File: src/source/atc_pkg.sv
// Shared types and constants for the message-level airport traffic controller
// A message is 9 bits made of plane ID, type and action, with the ID in the top bits
// Sixteen plane IDs, two runways, every FIFO four entries deep

package atc_pkg;

  ////////////////////////////////////////////////////////////////////////////
  // Sizes
  ////////////////////////////////////////////////////////////////////////////

  localparam int NUM_IDS     = 16;
  localparam int NUM_RUNWAYS = 2;
  localparam int QUEUE_DEPTH = 4;

  ////////////////////////////////////////////////////////////////////////////
  // Message fields
  ////////////////////////////////////////////////////////////////////////////

  typedef logic [3:0] plane_id_t;

  // Request: bit 1 is landing. Declare: bit 0 is runway.
  // Clear reply: bit 1 is landing, bit 0 is runway
  typedef logic [1:0] msg_action_t;

  typedef enum logic [2:0] {
    REQUEST   = 3'd0,
    DECLARE   = 3'd1,
    EMERGENCY = 3'd2,
    ID_PLEASE = 3'd3,
    CLEAR     = 3'd4,
    HOLD      = 3'd5,
    SAY_AGAIN = 3'd6,
    DIVERT    = 3'd7
  } msg_type_t;

  typedef struct packed {
    plane_id_t   plane_id;
    msg_type_t   msg_type;
    msg_action_t msg_action;
  } msg_t;

  // Action sent with plane ID 0 when no ID is left
  localparam msg_action_t ID_FULL_ACTION = 2'd3;

  ////////////////////////////////////////////////////////////////////////////
  // Runway and ID bookkeeping
  ////////////////////////////////////////////////////////////////////////////

  typedef struct packed {
    plane_id_t plane_id;
    logic      active;
  } runway_t;

  typedef logic [NUM_RUNWAYS-1:0] runway_status_t;
  typedef logic [NUM_IDS-1:0]     id_mask_t;

endpackage

File: src/source/aircraft_id_manager.sv
// Pool of sixteen plane IDs, one taken bit each
// free_id is the lowest free ID and is only meaningful while pool_full is low
// A release wins over a take in the same cycle

`timescale 1ns/1ns

module aircraft_id_manager import atc_pkg::*; (
  input  logic      clock,
  input  logic      reset,
  input  plane_id_t release_plane,
  input  logic      release_id,
  input  logic      take_id,
  output plane_id_t free_id,
  output id_mask_t  taken,
  output logic      pool_full
);

  assign pool_full = &taken;

  // Priority search, lowest index wins
  always_comb begin
    free_id = '0;
    for (int i = NUM_IDS - 1; i >= 0; i--) begin
      if (!taken[i]) begin
        free_id = plane_id_t'(i);
      end
    end
  end

  always_ff @(posedge clock) begin
    if (reset) begin
      taken <= '0;
    end else if (release_id) begin
      taken[release_plane] <= 1'b0;
    end else if (take_id && !pool_full) begin
      taken[free_id] <= 1'b1;
    end
  end

endmodule

File: src/source/atc_fifo.sv
// Circular buffer with an occupancy count and a registered read port
// data_out only updates on an accepted pop and holds its value otherwise
// DEPTH must be at least 2; push when full and pop when empty are dropped

`timescale 1ns/1ns

module atc_fifo #(
  parameter int WIDTH = 8,
  parameter int DEPTH = 4
) (
  input  logic             clock,
  input  logic             reset,
  input  logic [WIDTH-1:0] data_in,
  input  logic             push,
  input  logic             pop,
  output logic [WIDTH-1:0] data_out,
  output logic             full,
  output logic             empty
);

  logic [WIDTH-1:0]           mem [DEPTH];
  logic [$clog2(DEPTH)-1:0]   wr_ptr;
  logic [$clog2(DEPTH)-1:0]   rd_ptr;
  logic [$clog2(DEPTH+1)-1:0] count;
  logic                       do_push;
  logic                       do_pop;

  assign empty   = (count == 0);
  assign full    = (count == DEPTH);
  assign do_pop  = pop && !empty;
  // A pop in the same cycle frees the slot that a full FIFO needs
  assign do_push = push && (!full || do_pop);

  always_ff @(posedge clock) begin
    if (reset) begin
      wr_ptr <= '0;
      rd_ptr <= '0;
      count  <= '0;
    end else begin
      if (do_push) begin
        wr_ptr <= (wr_ptr == DEPTH - 1) ? '0 : wr_ptr + 1'b1;
      end
      if (do_pop) begin
        rd_ptr <= (rd_ptr == DEPTH - 1) ? '0 : rd_ptr + 1'b1;
      end
      case ({do_push, do_pop})
        2'b10:   count <= count + 1'b1;
        2'b01:   count <= count - 1'b1;
        default: count <= count;
      endcase
    end
  end

  always_ff @(posedge clock) begin
    if (do_push) begin
      mem[wr_ptr] <= data_in;
    end
    if (do_pop) begin
      data_out <= mem[rd_ptr];
    end
  end

endmodule

File: src/source/atc_top.sv
// Top level of the traffic controller, message in and reply out as strobes
// A message arriving while the request FIFO is full is dropped
// reply_ready is a level; replies wait in the reply FIFO while it is low

`timescale 1ns/1ns

module atc_top import atc_pkg::*; (
  input  logic           clock,
  input  logic           reset,
  input  msg_t           msg_in,
  input  logic           msg_valid,
  output msg_t           reply_out,
  output logic           reply_valid,
  input  logic           reply_ready,
  output runway_status_t runway_active
);

  msg_t      request;
  logic      request_pop;
  logic      request_empty;
  plane_id_t takeoff_head;
  plane_id_t landing_head;
  logic      takeoff_push;
  logic      takeoff_pop;
  logic      takeoff_full;
  logic      takeoff_empty;
  logic      landing_push;
  logic      landing_pop;
  logic      landing_full;
  logic      landing_empty;
  plane_id_t free_id;
  id_mask_t  taken;
  logic      pool_full;
  logic      take_id;
  logic      release_id;
  logic      lock;
  logic      unlock;
  logic      runway_sel;
  plane_id_t lock_plane;
  msg_t      reply;
  logic      reply_push;
  logic      reply_full;

  ////////////////////////////////////////////////////////////////////////////
  // Request FIFO and aircraft queues
  ////////////////////////////////////////////////////////////////////////////

  atc_fifo #(.WIDTH($bits(msg_t)), .DEPTH(QUEUE_DEPTH)) u_request_fifo (
    .clock (clock), .reset (reset), .data_in (msg_in), .push (msg_valid),
    .pop (request_pop), .data_out (request), .full (), .empty (request_empty)
  );

  atc_fifo #(.WIDTH($bits(plane_id_t)), .DEPTH(QUEUE_DEPTH)) u_takeoff_fifo (
    .clock (clock), .reset (reset), .data_in (request.plane_id),
    .push (takeoff_push), .pop (takeoff_pop), .data_out (takeoff_head),
    .full (takeoff_full), .empty (takeoff_empty)
  );

  atc_fifo #(.WIDTH($bits(plane_id_t)), .DEPTH(QUEUE_DEPTH)) u_landing_fifo (
    .clock (clock), .reset (reset), .data_in (request.plane_id),
    .push (landing_push), .pop (landing_pop), .data_out (landing_head),
    .full (landing_full), .empty (landing_empty)
  );

  ////////////////////////////////////////////////////////////////////////////
  // Bookkeeping, control and replies
  ////////////////////////////////////////////////////////////////////////////

  aircraft_id_manager u_id_manager (
    .clock (clock), .reset (reset), .release_plane (request.plane_id),
    .release_id (release_id), .take_id (take_id), .free_id (free_id),
    .taken (taken), .pool_full (pool_full)
  );

  // Unlocks always come from the plane that sent the declare
  runway_manager u_runway_manager (
    .clock (clock), .reset (reset), .lock_plane (lock_plane),
    .unlock_plane (request.plane_id), .runway_sel (runway_sel), .lock (lock),
    .unlock (unlock), .runway_active (runway_active)
  );

  request_fsm u_request_fsm (.*);

  reply_sender u_reply_sender (
    .clock (clock), .reset (reset), .reply (reply), .reply_push (reply_push),
    .reply_ready (reply_ready), .reply_full (reply_full), .reply_out (reply_out),
    .reply_valid (reply_valid)
  );

endmodule

File: src/source/reply_sender.sv
// Reply FIFO and output sequencer
// reply_valid is a one-cycle strobe, one cycle after the pop
// Pops at most every second cycle, and only while reply_ready is high

`timescale 1ns/1ns

module reply_sender import atc_pkg::*; (
  input  logic clock,
  input  logic reset,
  input  msg_t reply,
  input  logic reply_push,
  input  logic reply_ready,
  output logic reply_full,
  output msg_t reply_out,
  output logic reply_valid
);

  typedef enum logic {
    WAIT,
    SEND
  } state_t;

  state_t state;
  logic   reply_empty;
  logic   reply_pop;

  atc_fifo #(
    .WIDTH($bits(msg_t)),
    .DEPTH(QUEUE_DEPTH)
  ) u_reply_fifo (
    .clock    (clock),
    .reset    (reset),
    .data_in  (reply),
    .push     (reply_push),
    .pop      (reply_pop),
    .data_out (reply_out),
    .full     (reply_full),
    .empty    (reply_empty)
  );

  assign reply_pop   = (state == WAIT) && !reply_empty && reply_ready;
  assign reply_valid = (state == SEND);

  always_ff @(posedge clock) begin
    if (reset) begin
      state <= WAIT;
    end else begin
      case (state)
        WAIT:    state <= reply_pop ? SEND : WAIT;
        default: state <= WAIT;
      endcase
    end
  end

endmodule

File: src/source/request_fsm.sv
// Request interpreter and clearance scheduler
// Handles one request at a time; the request is valid in INTERPRET after the pop
// Queue heads are valid in CLR_TAKEOFF and CLR_LANDING, one cycle after their pop
// Holds in REPLY and QUEUE_CLR while the reply FIFO is full

`timescale 1ns/1ns

module request_fsm import atc_pkg::*; (
  input  logic           clock,
  input  logic           reset,
  input  msg_t           request,
  input  logic           request_empty,
  input  plane_id_t      takeoff_head,
  input  plane_id_t      landing_head,
  input  logic           takeoff_full,
  input  logic           takeoff_empty,
  input  logic           landing_full,
  input  logic           landing_empty,
  input  logic           reply_full,
  input  runway_status_t runway_active,
  input  id_mask_t       taken,
  input  plane_id_t      free_id,
  input  logic           pool_full,
  output logic           request_pop,
  output logic           takeoff_push,
  output logic           landing_push,
  output logic           takeoff_pop,
  output logic           landing_pop,
  output logic           take_id,
  output logic           release_id,
  output logic           lock,
  output logic           unlock,
  output logic           runway_sel,
  output plane_id_t      lock_plane,
  output msg_t           reply,
  output logic           reply_push
);

  typedef enum logic [2:0] {
    QUIET,
    INTERPRET,
    REPLY,
    CHECK_QUEUES,
    CLR_TAKEOFF,
    CLR_LANDING,
    QUEUE_CLR
  } state_t;

  state_t state;
  state_t next_state;
  msg_t   next_reply;
  logic   load_reply;
  logic   takeoff_first;
  logic   can_clear;
  logic   pick_takeoff;
  logic   pick_landing;

  // Clear only with a free runway and no request waiting
  assign can_clear    = (runway_active != '1) && request_empty;
  assign pick_takeoff = can_clear && !takeoff_empty && (takeoff_first || landing_empty);
  assign pick_landing = can_clear && !landing_empty && !pick_takeoff;

  always_comb begin
    next_state   = state;
    next_reply   = reply;
    load_reply   = 1'b0;
    request_pop  = 1'b0;
    takeoff_push = 1'b0;
    landing_push = 1'b0;
    takeoff_pop  = 1'b0;
    landing_pop  = 1'b0;
    take_id      = 1'b0;
    release_id   = 1'b0;
    lock         = 1'b0;
    unlock       = 1'b0;
    runway_sel   = 1'b0;
    lock_plane   = takeoff_head;
    reply_push   = 1'b0;

    case (state)
      QUIET, CHECK_QUEUES: begin
        if (state == QUIET && !request_empty) begin
          request_pop = 1'b1;
          next_state  = INTERPRET;
        end else if (pick_takeoff) begin
          takeoff_pop = 1'b1;
          next_state  = CLR_TAKEOFF;
        end else if (pick_landing) begin
          landing_pop = 1'b1;
          next_state  = CLR_LANDING;
        end else begin
          next_state = QUIET;
        end
      end

      INTERPRET: begin
        next_state = CHECK_QUEUES;
        case (request.msg_type)
          REQUEST: begin
            // Unknown IDs get no answer
            if (taken[request.plane_id]) begin
              load_reply = 1'b1;
              next_state = REPLY;
              next_reply = '{request.plane_id, HOLD, 2'b00};
              if (request.msg_action[1]) begin
                if (landing_full) next_reply.msg_type = DIVERT;
                else landing_push = 1'b1;
              end else begin
                if (takeoff_full) next_reply.msg_type = DIVERT;
                else takeoff_push = 1'b1;
              end
            end
          end
          DECLARE: begin
            if (taken[request.plane_id]) begin
              release_id = 1'b1;
              unlock     = 1'b1;
              runway_sel = request.msg_action[0];
            end
          end
          ID_PLEASE: begin
            load_reply = 1'b1;
            next_state = REPLY;
            if (pool_full) begin
              next_reply = '{plane_id_t'(0), ID_PLEASE, ID_FULL_ACTION};
            end else begin
              take_id    = 1'b1;
              next_reply = '{free_id, ID_PLEASE, 2'b00};
            end
          end
          default: begin
            load_reply = 1'b1;
            next_state = REPLY;
            next_reply = '{request.plane_id, SAY_AGAIN, 2'b00};
          end
        endcase
      end

      REPLY: begin
        if (!reply_full) begin
          reply_push = 1'b1;
          next_state = CHECK_QUEUES;
        end
      end

      // Lowest free runway; one was free when the head was popped
      CLR_TAKEOFF, CLR_LANDING: begin
        lock       = 1'b1;
        runway_sel = runway_active[0];
        lock_plane = (state == CLR_TAKEOFF) ? takeoff_head : landing_head;
        load_reply = 1'b1;
        next_reply = '{lock_plane, CLEAR, {state == CLR_LANDING, runway_active[0]}};
        next_state = QUEUE_CLR;
      end

      QUEUE_CLR: begin
        if (!reply_full) begin
          reply_push = 1'b1;
          next_state = QUIET;
        end
      end

      default: next_state = QUIET;
    endcase
  end

  always_ff @(posedge clock) begin
    if (reset) begin
      state         <= QUIET;
      takeoff_first <= 1'b1;
    end else begin
      state <= next_state;
      // Priority swaps after every clearance
      if (state == CLR_TAKEOFF || state == CLR_LANDING) begin
        takeoff_first <= ~takeoff_first;
      end
    end
  end

  always_ff @(posedge clock) begin
    if (load_reply) begin
      reply <= next_reply;
    end
  end

endmodule

File: src/source/runway_manager.sv
// Lock registers for the runways, each owned by the plane ID that took it
// Only the owner can unlock; lock and unlock together are both ignored
// runway_active follows a lock or unlock pulse by one cycle

`timescale 1ns/1ns

module runway_manager import atc_pkg::*; (
  input  logic           clock,
  input  logic           reset,
  input  plane_id_t      lock_plane,
  input  plane_id_t      unlock_plane,
  input  logic           runway_sel,
  input  logic           lock,
  input  logic           unlock,
  output runway_status_t runway_active
);

  runway_t runway [NUM_RUNWAYS];

  always_comb begin
    for (int r = 0; r < NUM_RUNWAYS; r++) begin
      runway_active[r] = runway[r].active;
    end
  end

  always_ff @(posedge clock) begin
    if (reset) begin
      for (int r = 0; r < NUM_RUNWAYS; r++) begin
        runway[r] <= '0;
      end
    end else if (lock && !unlock) begin
      runway[runway_sel].plane_id <= lock_plane;
      runway[runway_sel].active   <= 1'b1;
    end else if (unlock && !lock) begin
      // Another aircraft naming this runway leaves it locked
      if (runway[runway_sel].plane_id == unlock_plane) begin
        runway[runway_sel].active <= 1'b0;
      end
    end
  end

endmodule

File: config.mk
export PLATFORM = sky130hd
export DESIGN_NAME = atc_top
export DESIGN_NICKNAME = d
export VERILOG_FILES = /design/src/source/atc_pkg.sv /design/src/source/aircraft_id_manager.sv /design/src/source/atc_fifo.sv /design/src/source/atc_top.sv /design/src/source/reply_sender.sv /design/src/source/request_fsm.sv /design/src/source/runway_manager.sv
export SDC_FILE = /design/constraint.sdc
export NUM_CORES = 1
export LEC_CHECK = 0
export BUFFER_PORTS_ARGS = -buffer_cell sky130_fd_sc_hd__buf_2
export CORE_ASPECT_RATIO = 1.5
export CORE_MARGIN = 3
export CORE_UTILIZATION = 52
export DETAILED_ROUTE_END_ITERATION = 7
export GPL_TIMING_DRIVEN = 0
export PLACE_DENSITY_LB_ADDON = 0.05
export RECOVER_POWER = 50
export SLEW_MARGIN = 10
export SYNTH_ARGS = -nofsm -noshare
export SYNTH_HDL_FRONTEND = slang
export SYNTH_SLANG_ARGS = --single-unit
File: constraint.sdc
create_clock -name clock -period 3.04 [get_ports clock]
set_clock_uncertainty 0.15 [all_clocks]
set_input_delay 0.152 -clock clock [delete_from_list [all_inputs] [get_ports clock]]
set_output_delay 0.152 -clock clock [all_outputs]
set_load 0.03 [all_outputs]
==> impl_results.md <==
- Drt drc: 0
- Starting Density: between 50 and 60%
- Area Growth Syn to Fin: 14.7%
- Startpoint types: flop
- DP HPWL: 12300 um
- RSZ-0062 raised after global routing: yes
- Initial antenna violation count: 0
- Asr flop ratio synth: 0%
- Num ports: 25
- GRT Util Overall: between 20% and 30%
- Met1 wire length: just under 7000 um
- Achievable Freq: roughly 340 MHz
- Count leader, synth: edfxtp_1
- Setup TNS: 0 ns
- Nets@finish: 734
- Hold Fails Final Rpt: 0
- Avg WL per Cell: 19.1 um
- Post-route cell area: between 9000 and 10000 sq um
- Post-Route WL: between 15000 and 20000 um
- Highest metal used: met4
- Crit path max fanout: 10
- Lkg Pwr: roughly 3.2 nW
- Element type at the critical path end: flop
- Cell Area, Synth: between 8000 and 9000 sq um
- I/O Buffers: 24
- # diodes: 0
- Yosys top cell by area: edfxtp_1
- Syn nets: around 670
- Synth unique cells: 61
- Largest net degree at the start of global routing: 20
- Ys Warns: 0
- CP required: approximately 3.3 ns
- Avg Cell Area, Syn: 13.7 sq um
- Critical path's top delay family: simple AND/OR/NAND/NOR gates
- WL met3: 484 um
- Remaining global-route overflow: 0
- Layout cell share with drive strength beyond 1: around 15%
- Period Utilization, post-route: 96.7%
- GPL Wtd Cong: approximately 0.87
- CTS Sinks: approximately 200
- Worst path depth: 13
- Mapped Cells: approximately 630
- CP Launch Point: u_request_fifo.data_out[5]
- # setup viols final: 0
- Clock buffer depth: 2
- Commonest cells in the netlist: edfxtp_1, nor2_1, dfxtp_1
- First-pass GRT wire length: 28400 um
- Worst path buffer plus inverter count: 4
- Worst endpoint data arrival time: approximately 3.2 ns
- R2R depth: 13
- Placeable Area: 15900 sq um
- Clock latency at the later pin of the worst-skew pair: 0.43 ns
- Most Frequent Cell on Critical Path: inv_1
- Top post-synthesis cells by area: edfxtp_1, dfxtp_1, mux4_2, ha_1, mux2i_1
- Post-Route Utilization: 61.7%
- Maximum VDD drop: 0.431 mV
- Clock transition at the registers of the reported paths: 0.08 ns
- Slew Viols, Final: 0
- CTS root buf: clkbuf_16
- Die W: 111 um
- Die Span Y: 163 um
- DP Area: between 8000 and 9000 sq um
- DR iter-0 viols: between 200 and 250
- Slowest cell on crit path: edfxtp_1
- Tightest Pin Transition: just under 0.8 ns
- Max-Cap Viols: 0
- Power Density: slightly below 800 nW/um^2
- Via count: 5141
- # rows: 56
- Relative slew slack: around 47%
- Remaining antenna violation count: 0
- Vias in the first global route: approximately 5400
- Post-DR vias/cell: ~5.7
- Flop-to-flop setup slack: ~0.10 ns
- Synth top area share: a little over half
- Full die area: 18100 sq um
- Primary FF master, synth: edfxtp_1
- CTS buffer count: 17
- Reg2reg start: u_request_fifo.data_out[5]
- Hold Crit Class: in2reg
- Post-synthesis sequential area ratio: between 60% and 70%
- Reg2reg end: u_landing_fifo.count[2]
- WL met2: 9590 um
- Status: finished, final reports clean
- Critical Path Sink: u_landing_fifo.count[2]
- Synthesized flop and latch total: between 150 and 200
- Tmin final: 2.94 ns
- Crit-path cells: buf_6, buf_8, o211ai_1, nand4_4, a21oi_4, and3_4, inv_1, ha_2, inv_1, fa_2, xor2_1, or3_1, a21oi_2
- H-tree levels: 4
- Drt pass-1 iters: 7
- Critical path class: reg2reg
- CTS tree: yes
- Max incr delay on CP: 0.47 ns
- Post-synth EDFFs: 149
-- metal layers --
metal	global-route usage, %	up-vias
met1	23.0	2537
met4	8.63	0
li1	-	2462
met5	0	-
met2	37.7	111
met3	3.22	31
-- area by class of cell --
cell class	count	area, sq um
Tap cell	203	254
Clock inverter	14	140
Inverter	39	146
Clock buffer	18	429
Buffer	25	138
Timing Repair Buffer	50	312
Fill cell	1213	6100
Sequential cell	198	5460
Multi-Input combinational cell	362	2930
-- cells in the final DEF (no fill, tap or decap), types with 5 or more instances in the layout --
master and count:
nor2_1 56, edfxtp_1 149, mux2i_1 22, nand3_1 6, clkbuf_1 36, clkbuf_16 17, o21ai_0 14, nor4_1 5
o211ai_1 9, xor2_1 15, o21ai_1 7, dfxtp_1 49, and2_1 17, ha_1 22, dlygate4sd3_1 10, nand2_1 42
or3_1 8, nand4_1 7, mux4_2 26, a31oi_1 6, a21oi_1 19, inv_1 36, nor3_1 12, buf_4 14
-- stage by stage --
step	worst slack [ns]	total power [mW]	std cells	hold slack, ns
2_1_floorplan	0.0818	4.75	625	0.101
3_3_place_gp	-0.648	5.19	852	0.210
3_5_place_dp	-0.721	5.25	852	0.220
4_1_cts	-0.00864	7.58	902	0.0622
5_1_grt	-0.0540	7.98	909	0.0691
6_report	0.100	7.61	909	0.0764
-- state kept, by name, summed over array words and instances (netlist names), 4 cells and up --
register and flops:
u_id_manager.taken 16, u_landing_fifo.data_out 4, u_landing_fifo.mem 16, u_reply_sender.u_reply_fifo.data_out 9
u_reply_sender.u_reply_fifo.mem 36, u_request_fifo.data_out 9, u_request_fifo.mem 36, u_request_fsm.reply 9
u_runway_manager.runway 10, u_takeoff_fifo.data_out 4, u_takeoff_fifo.mem 16
-- tightest hold or removal path: cells and delay by family --
kind                   cells  cell delay (ns)
muxes                      1             0.14
and+or+nand+nor            1             0.07
buffers and inverters      1             0.09
AOI/OAI and AO/OA          1             0.17
-- what timing repair did --
| item | 4_1_cts | 5_1_grt |
|---|---|---|
| gates resized for setup | 14 | 24 |
| endpoints found under the setup margin | 24 | 6 |
| gates cloned | 0 | 0 |
| hold endpoints to repair | 37 | 0 |
| buffers inserted | 9 | 7 |
| pin swaps | 5 | 6 |
| hold buffers | 10 | 0 |
-- cell families (layout without fill, tap and decap cells) --
| logic type | count (synthesis) | after routing | synth area share (%) |
|---|---|---|---|
| AND/OR/NAND/NOR | 177 | 177 | 10.1 |
| multiplexers | 48 | 48 | 9.42 |
| flip-flops | 198 | 198 | 63.8 |
| adder cells (fa/ha/maj) | 28 | 28 | 4.45 |
| AO/OA/AOI/OAI | 90 | 90 | 7.15 |
| buffers and inverters | 65 | 146 | 3.12 |
| XOR/XNOR | 19 | 19 | 1.95 |
-- worst min-delay path by stage --
stage	end	cells after the start	from
floorplan	u_request_fifo.mem[0][0]	0	msg_in[0]
global placement	u_request_fifo.mem[0][7]	1	msg_in[7]
detailed placement	u_request_fifo.mem[2][2]	1	msg_in[2]
CTS	u_reply_sender.u_reply_fifo.data_out[3]	2	reply_ready
global route	u_reply_sender.u_reply_fifo.data_out[1]	2	reply_ready
finish	u_request_fifo.wr_ptr[1]	4	msg_valid
-- power by group --
group	internal, mW	switching (mW)	total (mW)
clock network	1.09	1.07	2.17
registers	3.36	0.190	3.55
logic	0.741	1.15	1.89
Power figures use the tool's default switching activity.
